File: src/common/song_pkg.sv
`default_nettype none

package song_pkg;

	// half-period counts fit in 10 bits, c is the longest
	localparam int HALF_WIDTH = 10;

	localparam int STEP_COUNT = 24;
	localparam int STEP_WIDTH = 5;

	// one beat per step
	localparam int BEAT_CYCLES = 8192;
	localparam int BEAT_WIDTH = 13;

	localparam int NOTE_COUNT = 13;

	localparam logic [STEP_WIDTH-1:0] STEP_LAST = STEP_WIDTH'(STEP_COUNT - 1);
	localparam logic [BEAT_WIDTH-1:0] BEAT_LAST = BEAT_WIDTH'(BEAT_CYCLES - 1);

	typedef enum logic [3:0]
	{
		c,
		c_sharp,
		d,
		d_sharp,
		e,
		f,
		f_sharp,
		g,
		g_sharp,
		a,
		a_sharp,
		b,
		rest
	} note_t;

	typedef enum logic [2:0]
	{
		epona,
		saria,
		storms,
		wind_requiem,
		lullaby
	} song_t;

	// indexed by note_t, speaker half-period in clock cycles minus one
	localparam logic [HALF_WIDTH-1:0] HALF_PERIOD [NOTE_COUNT] = '{
		10'd1023, 10'd965, 10'd911, 10'd861,
		10'd811, 10'd767, 10'd723, 10'd683,
		10'd645, 10'd607, 10'd573, 10'd541,
		10'd0 // rest
	};

	typedef struct packed
	{
		song_t                 song;
		logic [STEP_WIDTH-1:0] step;
	} melody_addr_t;

	typedef struct packed
	{
		note_t note;
		logic  start; // first cycle of a step
	} tone_cmd_t;

endpackage

`default_nettype wire

File: src/logic/note_sequencer.sv
`default_nettype none

module note_sequencer (
	input  logic                   clk,
	input  logic                   rst,
	input  logic                   play,
	input  song_pkg::song_t        song,
	input  song_pkg::note_t        note,
	output song_pkg::melody_addr_t melody_addr,
	output song_pkg::tone_cmd_t    tone_cmd,
	output logic                   busy,
	output logic                   done
);

	typedef enum logic
	{
		idle,
		playing
	} state_t;

	state_t                          state;
	song_pkg::song_t                 song_q;
	logic [song_pkg::BEAT_WIDTH-1:0] beat;
	logic [song_pkg::STEP_WIDTH-1:0] step;
	logic                            accept;
	logic                            beat_last;
	logic                            step_last;

	assign accept = state == idle && play;
	assign beat_last = beat == song_pkg::BEAT_LAST;
	assign step_last = step == song_pkg::STEP_LAST;

	always_ff @(posedge clk)
	begin
		if (rst)
		begin
			state <= idle;
			beat <= '0;
			step <= '0;
			done <= 1'b0;
		end
		else
		begin
			done <= 1'b0;
			case (state)
				idle:
				begin
					if (play)
					begin
						state <= playing;
						beat <= '0;
						step <= '0;
					end
				end
				playing:
				begin
					beat <= beat_last ? '0 : beat + 1'b1;
					if (beat_last)
					begin
						if (step_last)
						begin
							state <= idle; // song over
							done <= 1'b1;
						end
						else
						begin
							step <= step + 1'b1;
						end
					end
				end
				default: state <= idle;
			endcase
		end
	end

	// song held for the whole play, input changes ignored
	always_ff @(posedge clk)
	begin
		if (accept)
			song_q <= song;
	end

	assign busy = state == playing;

	assign melody_addr.song = song_q;
	assign melody_addr.step = step;

	assign tone_cmd.note = note;
	assign tone_cmd.start = busy && beat == '0;

	a_done_not_busy: assert property (@(posedge clk) disable iff (rst)
		!(done && busy));

	a_step_in_range: assert property (@(posedge clk) disable iff (rst)
		busy |-> step <= song_pkg::STEP_LAST);

endmodule

`default_nettype wire

File: src/logic/song_player_top.sv
`default_nettype none

module song_player_top (
	input  logic            clk,
	input  logic            rst,
	input  logic            play,
	input  song_pkg::song_t song,
	output logic            speaker,
	output logic            busy,
	output logic            done
);

	song_pkg::melody_addr_t melody_addr;
	song_pkg::note_t        note;
	song_pkg::tone_cmd_t    tone_cmd;

	note_sequencer note_sequencer_inst (
		.clk         (clk),
		.rst         (rst),
		.play        (play),
		.song        (song),
		.note        (note),
		.melody_addr (melody_addr),
		.tone_cmd    (tone_cmd),
		.busy        (busy),
		.done        (done)
	);

	melody_rom melody_rom_inst (
		.addr (melody_addr),
		.note (note)
	);

	tone_generator tone_generator_inst (
		.clk      (clk),
		.rst      (rst),
		.tone_cmd (tone_cmd),
		.active   (busy), // silent outside a song
		.speaker  (speaker)
	);

endmodule

`default_nettype wire

File: src/logic/tone_generator.sv
`default_nettype none

module tone_generator (
	input  logic                clk,
	input  logic                rst,
	input  song_pkg::tone_cmd_t tone_cmd,
	input  logic                active,
	output logic                speaker
);

	song_pkg::note_t                 note_q;
	logic [song_pkg::HALF_WIDTH-1:0] half_q;
	logic [song_pkg::HALF_WIDTH-1:0] count;
	logic                            tone_q;
	logic                            mute;

	assign mute = !active || note_q == song_pkg::rest;

	always_ff @(posedge clk)
	begin
		if (tone_cmd.start)
			half_q <= song_pkg::HALF_PERIOD[tone_cmd.note];
	end

	always_ff @(posedge clk)
	begin
		if (rst)
		begin
			note_q <= song_pkg::rest;
			count <= '0;
			tone_q <= 1'b0;
		end
		else if (tone_cmd.start)
		begin
			// phase restarts on every step, even a repeated note
			note_q <= tone_cmd.note;
			count <= song_pkg::HALF_PERIOD[tone_cmd.note];
			tone_q <= 1'b0;
		end
		else if (mute)
		begin
			tone_q <= 1'b0;
		end
		else if (count == '0)
		begin
			count <= half_q;
			tone_q <= ~tone_q;
		end
		else
		begin
			count <= count - 1'b1;
		end
	end

	// covers the cycle where busy has just dropped
	assign speaker = tone_q && active;

	a_quiet_when_muted: assert property (@(posedge clk) disable iff (rst)
		(note_q == song_pkg::rest || !active) |-> !speaker);

endmodule

`default_nettype wire

File: src/melody/melody_rom.sv
`default_nettype none

module melody_rom (
	input  song_pkg::melody_addr_t addr,
	output song_pkg::note_t        note
);

	always_comb
	begin
		note = song_pkg::rest;
		case (addr.song)
			song_pkg::epona:
			begin
				case (addr.step)
					5'd0:    note = song_pkg::d;
					5'd1:    note = song_pkg::b;
					5'd2:    note = song_pkg::a;
					5'd3:    note = song_pkg::a;
					5'd4:    note = song_pkg::a;
					5'd5:    note = song_pkg::a;
					5'd6:    note = song_pkg::d;
					5'd7:    note = song_pkg::b;
					5'd8:    note = song_pkg::a;
					5'd9:    note = song_pkg::a;
					5'd10:   note = song_pkg::a;
					5'd11:   note = song_pkg::a;
					5'd12:   note = song_pkg::d;
					5'd13:   note = song_pkg::b;
					5'd14:   note = song_pkg::a;
					5'd15:   note = song_pkg::a;
					5'd16:   note = song_pkg::b;
					5'd17:   note = song_pkg::b;
					5'd18:   note = song_pkg::a;
					5'd19:   note = song_pkg::a;
					5'd20:   note = song_pkg::a;
					5'd21:   note = song_pkg::a;
					5'd22:   note = song_pkg::rest;
					5'd23:   note = song_pkg::rest;
					default: note = song_pkg::rest;
				endcase
			end
			song_pkg::saria:
			begin
				case (addr.step)
					5'd0:    note = song_pkg::f;
					5'd1:    note = song_pkg::a;
					5'd2:    note = song_pkg::b;
					5'd3:    note = song_pkg::b;
					5'd4:    note = song_pkg::f;
					5'd5:    note = song_pkg::a;
					5'd6:    note = song_pkg::b;
					5'd7:    note = song_pkg::b;
					5'd8:    note = song_pkg::f;
					5'd9:    note = song_pkg::a;
					5'd10:   note = song_pkg::b;
					5'd11:   note = song_pkg::e;
					5'd12:   note = song_pkg::d;
					5'd13:   note = song_pkg::d;
					5'd14:   note = song_pkg::b;
					5'd15:   note = song_pkg::c;
					5'd16:   note = song_pkg::e;
					5'd17:   note = song_pkg::g;
					5'd18:   note = song_pkg::e;
					5'd19:   note = song_pkg::e;
					5'd20:   note = song_pkg::e;
					5'd21:   note = song_pkg::e;
					5'd22:   note = song_pkg::rest;
					5'd23:   note = song_pkg::rest;
					default: note = song_pkg::rest;
				endcase
			end
			song_pkg::storms:
			begin
				case (addr.step)
					5'd0:    note = song_pkg::d;
					5'd1:    note = song_pkg::f;
					5'd2:    note = song_pkg::d;
					5'd3:    note = song_pkg::d;
					5'd4:    note = song_pkg::d;
					5'd5:    note = song_pkg::d;
					5'd6:    note = song_pkg::d;
					5'd7:    note = song_pkg::f;
					5'd8:    note = song_pkg::d;
					5'd9:    note = song_pkg::d;
					5'd10:   note = song_pkg::d;
					5'd11:   note = song_pkg::d;
					5'd12:   note = song_pkg::e;
					5'd13:   note = song_pkg::e;
					5'd14:   note = song_pkg::e;
					5'd15:   note = song_pkg::f;
					5'd16:   note = song_pkg::e;
					5'd17:   note = song_pkg::f;
					5'd18:   note = song_pkg::e;
					5'd19:   note = song_pkg::c;
					5'd20:   note = song_pkg::a;
					5'd21:   note = song_pkg::a;
					5'd22:   note = song_pkg::a;
					5'd23:   note = song_pkg::a; // no closing rest, silence comes from idle
					default: note = song_pkg::rest;
				endcase
			end
			song_pkg::wind_requiem:
			begin
				case (addr.step)
					5'd0:    note = song_pkg::a;
					5'd1:    note = song_pkg::a;
					5'd2:    note = song_pkg::a;
					5'd3:    note = song_pkg::a;
					5'd4:    note = song_pkg::a;
					5'd5:    note = song_pkg::a;
					5'd6:    note = song_pkg::a;
					5'd7:    note = song_pkg::a;
					5'd8:    note = song_pkg::b;
					5'd9:    note = song_pkg::b;
					5'd10:   note = song_pkg::b;
					5'd11:   note = song_pkg::b;
					5'd12:   note = song_pkg::b;
					5'd13:   note = song_pkg::b;
					5'd14:   note = song_pkg::b;
					5'd15:   note = song_pkg::b;
					5'd16:   note = song_pkg::a;
					5'd17:   note = song_pkg::a;
					5'd18:   note = song_pkg::a;
					5'd19:   note = song_pkg::a;
					5'd20:   note = song_pkg::a;
					5'd21:   note = song_pkg::a;
					5'd22:   note = song_pkg::a;
					5'd23:   note = song_pkg::a;
					default: note = song_pkg::rest;
				endcase
			end
			song_pkg::lullaby:
			begin
				case (addr.step)
					5'd0:    note = song_pkg::b;
					5'd1:    note = song_pkg::b;
					5'd2:    note = song_pkg::b;
					5'd3:    note = song_pkg::b;
					5'd4:    note = song_pkg::d;
					5'd5:    note = song_pkg::d;
					5'd6:    note = song_pkg::a;
					5'd7:    note = song_pkg::a;
					5'd8:    note = song_pkg::a;
					5'd9:    note = song_pkg::a;
					5'd10:   note = song_pkg::g;
					5'd11:   note = song_pkg::a;
					5'd12:   note = song_pkg::b;
					5'd13:   note = song_pkg::b;
					5'd14:   note = song_pkg::b;
					5'd15:   note = song_pkg::b;
					5'd16:   note = song_pkg::d;
					5'd17:   note = song_pkg::d;
					5'd18:   note = song_pkg::a;
					5'd19:   note = song_pkg::a;
					5'd20:   note = song_pkg::a;
					5'd21:   note = song_pkg::a;
					5'd22:   note = song_pkg::a;
					5'd23:   note = song_pkg::a;
					default: note = song_pkg::rest;
				endcase
			end
			default: note = song_pkg::rest; // unused song codes
		endcase
	end

endmodule

`default_nettype wire

File: config.mk
export PLATFORM = sky130hd
export DESIGN_NAME = song_player_top
export DESIGN_NICKNAME = d
export VERILOG_FILES = /design/src/common/song_pkg.sv /design/src/logic/note_sequencer.sv /design/src/logic/song_player_top.sv /design/src/logic/tone_generator.sv /design/src/melody/melody_rom.sv
export SDC_FILE = /design/constraint.sdc
export NUM_CORES = 1
export LEC_CHECK = 0
export BUFFER_PORTS_ARGS = -buffer_cell sky130_fd_sc_hd__clkbuf_2
export CORE_MARGIN = 3
export CORE_UTILIZATION = 30
export DETAILED_ROUTE_END_ITERATION = 8
export PLACE_DENSITY = 0.53
export SYNTH_ARGS = -nofsm -noshare
export SYNTH_HDL_FRONTEND = slang
export SYNTH_HIERARCHICAL = 1
export SYNTH_SLANG_ARGS = --single-unit
File: constraint.sdc
create_clock -name clk -period 4 [get_ports clk]
set_input_delay 0.4 -clock clk [delete_from_list [all_inputs] [get_ports clk]]
set_output_delay 0.4 -clock clk [all_outputs]
set_load 0.03 [all_outputs]
==> flow_summary_export.csv, run 1 <==
group,metric,value,unit
setup_path,crit_required,4230,ps
cts,cts_buffer_depth,2,
global_routing,grt_pass1_vias,2592,
synth,synth.avg_cell_area,8.35,µm²
synth,yosysWarnings,6,
die,start_util,0.311,
cts,ctsHoldBuffers,0,
placed_design,gp_congestion,0.853,
setup_path,ff2ff_setup_slack,720,ps
global_routing,antenna_found_initial,0,
timing,setup_violations,0,
timing,slew_viol_final,0,
drt,ant_nets,0,
setup_path,arrival,3510,ps
power_and_ir_drop,vdd.ir_drop.worst,0.000152,V
global_routing,grt_pass1_wl,12900,µm
global_routing,grt_remaining_overflow,0,
synth,synth_area_leaders,"dfxtp_1 (22%), edfxtp_1 (11%), ha_1 (8.1%)",
die,fp.dieW,110,µm
cts,cts_buffers,5,
cts,root_buffer,"clkbuf_8",
die,io_pins,9,
placed_design,dp_cells,509,
timing,rsz0062_at_grt,"no",
drt,vias,2832,
synth,ys_async_sr_fraction,0,
cts,clk_latency,300,ps
timing,hold_slack,277,ps
die,die_h,110,µm
drt,drc,0,
timing,max_slew.worst_pin.slew,1010,ps
setup_path,startpoint_type,"flip-flop",
global_routing,grt_usage,0.132,
synth,seq_area_frac_synth,0.329,
synth,syn_area,0.00322,mm²
setup_path,crit_chain,"inv_1, ha_1, or2_2, a21oi_1, o21ai_0, nand4_1, inv_1, ha_1, nor2b_1, nor2_1, o21ai_0, a22oi_1, o22ai_2",
synth,synth_edf_count,12,
layout,final_cells,517,
timing,skew,12.6,ps
drt,viasPerCell,5.48,
placed_design,place.detailed.hpwl,5310,µm
synth,synth_cell_types,59,
layout,antennaDiodeCount,0,
timing,finalSetupTns,0,ps
timing,hold_viol,0,
die,dieArea,0.0120,mm²
synth,synthFlopType,"dfxtp_1",
drt,drt-pass1-iter-count,4,
die,core_area,0.0104,mm²
timing,post-route-period-util,0.821,
setup_path,crit_fanout,20,
drt,totalWireLength,7660,µm
synth,synth_seq_cells,47,
layout,area_growth,6.33,%
layout,final_util,0.331,
layout,final_cell_mix,"dfxtp_1 (35), nand2_1 (29), nor2_1 (28)",
power_and_ir_drop,leakage,1.26,nW
timing,final.min_clock_period,3280,ps
run,cap_viol_max_count,0,
setup_path,cp_slowest_cell,"dfxtp_1",
drt,wire_per_inst,14.8,µm
setup_path,path_class,"reg2reg",
timing,timing.fmax,0.304,GHz
synth,synth_top_area_frac,0.217,
cts,clk_pin_slew,90,ps
layout,drive_above_1_share,0.0971,
synth,synthesis.nets,413,
global_routing,grt_start_max_net_pins,28,
cts,tritoncts,"yes",
placed_design,numPortBuffers,8,
placed_design,placed_area,0.00334,mm²
layout,fin_nets,407,
status,outcome,"finished, final reports clean",
drt,drtIter0Drc,234,
cts,ctsHtreeMaxLevel,2,
setup_path,max_stage_delay,730,ps
die,num_rows,37,
timing,max-slew-margin-rel,0.324,
worst_hold_path,hp-class,"in2reg",
setup_path,crit_path_end_kind,"flip-flop",
layout,final_area,0.00343,mm²
cts,clock-sinks,47,
power_and_ir_drop,p_per_area,328,mW/mm²
cts,post_cts_resized,0,
cts,post-cts-setup-buffer-count,0,
synth,yosys.area.top_type,"dfxtp_1",
layout,final_common_cell,"dfxtp_1",
synth,synthCells,386,
-- metal layers --
metal  wire length [µm]  up-vias  track usage
li1                   -     1402            -
met4                 65        0       0.0240
met3                318        9       0.0229
met5                  0        -            0
met1               3840     1359        0.192
met2               3440       62        0.208
-- sequential cells by signal, indices dropped and copies added, names as in the netlist --
name and count:
tone_generator_inst/tone_q 1, note_sequencer_inst/song_q 3, note_sequencer_inst/done 1, note_sequencer_inst/beat 13, note_sequencer_inst/step 5, tone_generator_inst/note_q 4, tone_generator_inst/half_q 9, note_sequencer_inst/busy 1
tone_generator_inst/count 10
-- logic make-up (layout without fill, tap and decap cells) --
kind of cell,Yosys count,after routing,share of synthesized area
xor+xnor,10,10,0.0272
flops,47,47,0.329
compound gates,105,105,0.220
mux,8,8,0.0256
buf+inv,46,41,0.0660
simple gates,149,149,0.251
fa+ha+maj,21,21,0.0815
-- metrics by stage --
step           total power, mW  setup slack, ps
6_report                  1.12              716
3_3_place_gp             0.833              756
4_1_cts                   1.14              722
5_1_grt                   1.19              351
2_1_floorplan            0.787             1090
3_5_place_dp             0.839              730
-- final cells by class --
| type | count | area, µm² |
|---|---|---|
| fillers | 1130 | 6940 |
| clock inverters | 3 | 18.8 |
| well taps | 136 | 170 |
| flip-flops and latches | 47 | 1060 |
| multi-input cells | 293 | 1960 |
| repair buffers | 13 | 77.6 |
| inverters | 20 | 75.1 |
| clock buffers | 5 | 68.8 |
-- power by group --
part	internal (mW)	leakage (nW)	switching, mW
clock network	0.123	0.0483	0.170
registers	0.521	0.398	0.0296
logic	0.113	0.816	0.167
-- final timing paths --
kind | from | to | cells past startpoint
min | song[0] | note_sequencer_inst/song_q[0] | 1
max | note_sequencer_inst/step[2] | tone_generator_inst/count[3] | 13
max reg2reg | note_sequencer_inst/step[2] | tone_generator_inst/count[3] | 13
min reg2reg | note_sequencer_inst/beat[12] | note_sequencer_inst/beat[12] | 2
-- critical path: cells and delay by family (launching register included) --
kind	cells	cell delay, ps
flops	1	730
fa+ha+maj	2	570
buf+inv	2	340
compound gates	5	780
simple gates	4	790
-- cells in the mapped netlist, types with 4 or more instances --
cell	instances
a211o_1	5
a211oi_1	4
a21oi_1	16
a22oi_1	11
a31oi_1	5
and2_1	5
and3_1	5
buf_2	4
buf_4	7
clkbuf_1	13
dfxtp_1	35
edfxtp_1	12
ha_1	21
inv_1	20
mux2i_1	6
nand2_1	29
nand2b_1	9
nand3_1	20
nand4_1	7
nor2_1	28
nor2b_1	10
nor3_1	6
nor4_1	5
o211ai_1	9
o21ai_0	23
o21ai_1	5
o22ai_1	6
or3_1	6
xnor2_1	4
xor2_1	6
Note: power is estimated with default switching activity, not from simulation.
==> run 2, diff against run 1 <==
--- a/config.mk
+++ b/config.mk
@@ -9,7 +9,7 @@
 export CORE_MARGIN = 3
 export CORE_UTILIZATION = 30
 export DETAILED_ROUTE_END_ITERATION = 8
-export PLACE_DENSITY = 0.53
+export PLACE_DENSITY = 0.55
 export SYNTH_ARGS = -nofsm -noshare
 export SYNTH_HDL_FRONTEND = slang
 export SYNTH_HIERARCHICAL = 1
==> constraint.sdc (replaced) <==
create_clock -name clk -period 3 [get_ports clk]
set_input_delay 0.3 -clock clk [delete_from_list [all_inputs] [get_ports clk]]
set_output_delay 0.3 -clock clk [all_outputs]
set_load 0.03 [all_outputs]
==> run 2 against run 1 <==
Against the previous run:
- via count fell by 0.46%
- largest cell class unchanged
- clock skew fell by 2.4 ps
- sequential share of layout area fell by 1.2 points
- fmax rose by 21%
- register-to-register slack got worse by 440 ps
- first-iteration DRC count rose by 32%
- global-route usage fell by 0.38 points
- critical path type unchanged
- final area rose by 4.2%
- highest routed layer unchanged
==> flow_summary_export.csv, run 2 (synthesis results as in run 1) <==
group,metric,value,unit
status,outcome,"finished, final reports clean",
cts,ctsHtreeMaxLevel,2,
drt,vias,2819,
timing,max-slew-margin-rel,0.422,
worst_hold_path,min_path_cells,1,
worst_hold_path,hp-class,"in2reg",
setup_path,path_class,"reg2reg",
setup_path,startpoint_type,"flip-flop",
die,dieArea,0.0120,mm²
setup_path,crit_chain,"inv_1, ha_1, or2_2, a21oi_1, o21ai_0, nand4_1, inv_1, ha_1, nor2b_1, nor2_1, o21ai_0, a22oi_1, a21oi_1",
drt,drc,0,
timing,skew,10.2,ps
setup_path,reg2reg_from,"note_sequencer_inst/step[1]",
layout,largest_reg_flops,13,
worst_hold_path,min_from,"song[0]",
die,num_rows,37,
drt,wire_per_inst,13.8,µm
power_and_ir_drop,cellInternalPower,1.19,mW
timing,post-route-period-util,0.907,
global_routing,grt_start_max_net_pins,28,
setup_path,crit_path_end_kind,"flip-flop",
die,start_util,0.311,
setup_path,cp_num_cells,13,
global_routing,use_met3,0.0229,
setup_path,max_stage_delay,410,ps
global_routing,grt_pass1_wl,12600,µm
global_routing,antenna_found_initial,0,
layout,final_cell_mix,"dfxtp_1 (34), nand2_1 (29), nor2_1 (28)",
cts,post-cts-setup-buffer-count,0,
cts,clock-sinks,47,
drt,totalWireLength,7320,µm
drt,drtIter0Drc,308,
setup_path,crit_fanout,6,
layout,reg_top3,"note_sequencer_inst/beat: 13 flops, tone_generator_inst/count: 10 flops, tone_generator_inst/half_q: 9 flops",
timing,setup_violations,0,
power_and_ir_drop,clkPwrFrac,0.334,
power_and_ir_drop,combPwrFrac,0.226,
setup_path,arrival,2950,ps
cts,clk_pin_slew,90,ps
power_and_ir_drop,switching_share,0.287,
placed_design,gp_congestion,0.934,
layout,fillers,1084,
global_routing,grt_pass1_vias,2581,
power_and_ir_drop,vdd.ir_drop.worst,0.000286,V
layout,fin_nets,419,
placed_design,place.detailed.hpwl,5350,µm
timing,timing.fmax,0.368,GHz
power_and_ir_drop,seqPwrFrac,0.440,
run,cap_viol_max_count,0,
global_routing,use_met2,0.203,
power_and_ir_drop,switchingPower,0.477,mW
setup_path,critPathBufInv,2,
global_routing,grt_remaining_overflow,0,
cts,clk_latency,300,ps
cts,cts_buffers,5,
timing,slew_viol_final,0,
cts,root_buffer,"clkbuf_8",
die,fp.dieW,110,µm
global_routing,grt_usage,0.129,
global_routing,met1_usage,0.181,
setup_path,ff2ff_setup_slack,280,ps
cts,tritoncts,"yes",
die,die_h,110,µm
die,io_pins,9,
setup_path,critPathTopFamily,"compound AO/OA/AOI/OAI gates",
cts,cts_buffer_depth,2,
drt,ant_nets,0,
placed_design,numPortBuffers,8,
layout,drive_above_1_share,0.130,
drt,drt-pass1-iter-count,4,
power_and_ir_drop,p_per_area,465,mW/mm²
global_routing,grt-busiest-layer,"met2",
layout,final_common_cell,"dfxtp_1",
drt,viasPerCell,5.33,
layout,area_growth,10.8,%
timing,max_slew.worst_pin.slew,868,ps
worst_hold_path,min_to,"note_sequencer_inst/song_q[0]",
timing,final.min_clock_period,2720,ps
power_and_ir_drop,leakage,1.35,nW
timing,hold_slack,171,ps
setup_path,cp_slowest_cell,"dfxtp_1",
layout,antennaDiodeCount,0,
setup_path,reg2reg_depth,13,
die,core_area,0.0104,mm²
timing,finalSetupTns,0,ps
setup_path,worstReg2RegEnd,"tone_generator_inst/count[4]",
timing,hold_viol,0,
setup_path,crit_required,3230,ps
layout,largest_register,"note_sequencer_inst/beat",
-- run 2: layer usage --
| metal | share of wire | vias up |
|---|---|---|
| met1 | 0.48 | 1309 |
| li1 | - | 1434 |
| met5 | 0 | - |
| met3 | 0.045 | 6 |
| met2 | 0.47 | 70 |
| met4 | 0.010 | 0 |
-- run 2: worst max path at each step --
| stage | start | endpoint | slack (ps) |
|---|---|---|---|
| 6_report | note_sequencer_inst/step[1] | tone_generator_inst/count[4] | 280 |
| 5_1_grt | note_sequencer_inst/step[1] | tone_generator_inst/count[6] | -7 |
| 4_1_cts | note_sequencer_inst/step[1] | tone_generator_inst/count[3] | 60 |
| 3_5_place_dp | note_sequencer_inst/step[1] | tone_generator_inst/count[3] | 100 |
| 3_3_place_gp | note_sequencer_inst/step[1] | tone_generator_inst/count[3] | 260 |
| 2_1_floorplan | note_sequencer_inst/busy | tone_generator_inst/count[9] | 90 |
-- run 2: timing repair --
action,4_1_cts,5_1_grt
gates resized for setup,0,4
hold buffers,0,0
setup endpoints to repair,0,8
endpoints found under the hold margin,0,0
-- run 2: power by group through the flow --
stage                     clock network (mW)  registers (mW)  logic, mW
after floorplan                            0           0.735      0.314
after global placement                     0           0.745      0.370
after detailed placement                   0           0.746      0.373
after CTS                              0.574           0.731      0.376
after global routing                   0.596           0.740      0.425
final                                  0.556           0.732      0.375
-- run 2: metrics by stage --
| stage | power, mW | utilization | setup slack, ps | cells | instance area, µm² |
|---|---|---|---|---|---|
| floorplan | 1.05 | - | 94.2 | 386 | 3220 |
| global placement | 1.12 | 0.331 | 256 | 521 | 3430 |
| detailed placement | 1.12 | 0.331 | 102 | 521 | 3430 |
| CTS | 1.68 | 0.344 | 62.4 | 529 | 3570 |
| global route | 1.76 | 0.345 | -6.89 | 529 | 3570 |
| finish | 1.66 | 0.345 | 280 | 529 | 3570 |
-- run 2: final cells by class --
type | count | area, µm² | area share
repair buffers | 25 | 168 | 0.0469
clock inverters | 3 | 66.3 | 0.0186
inverters | 20 | 75.1 | 0.0210
flip-flops and latches | 47 | 1060 | 0.297
well taps | 136 | 170 | 0.0476
clock buffers | 5 | 68.8 | 0.0193
multi-input cells | 293 | 1960 | 0.549
-- run 2: worst reg2reg max path, stage by stage (launching register included) --
cell,delay (ps)
dfxtp_1,410
inv_1,150
ha_1,320
or2_2,270
a21oi_1,130
o21ai_0,120
nand4_1,150
inv_1,80
ha_1,230
nor2b_1,220
nor2_1,70
o21ai_0,210
a22oi_1,120
a21oi_1,180
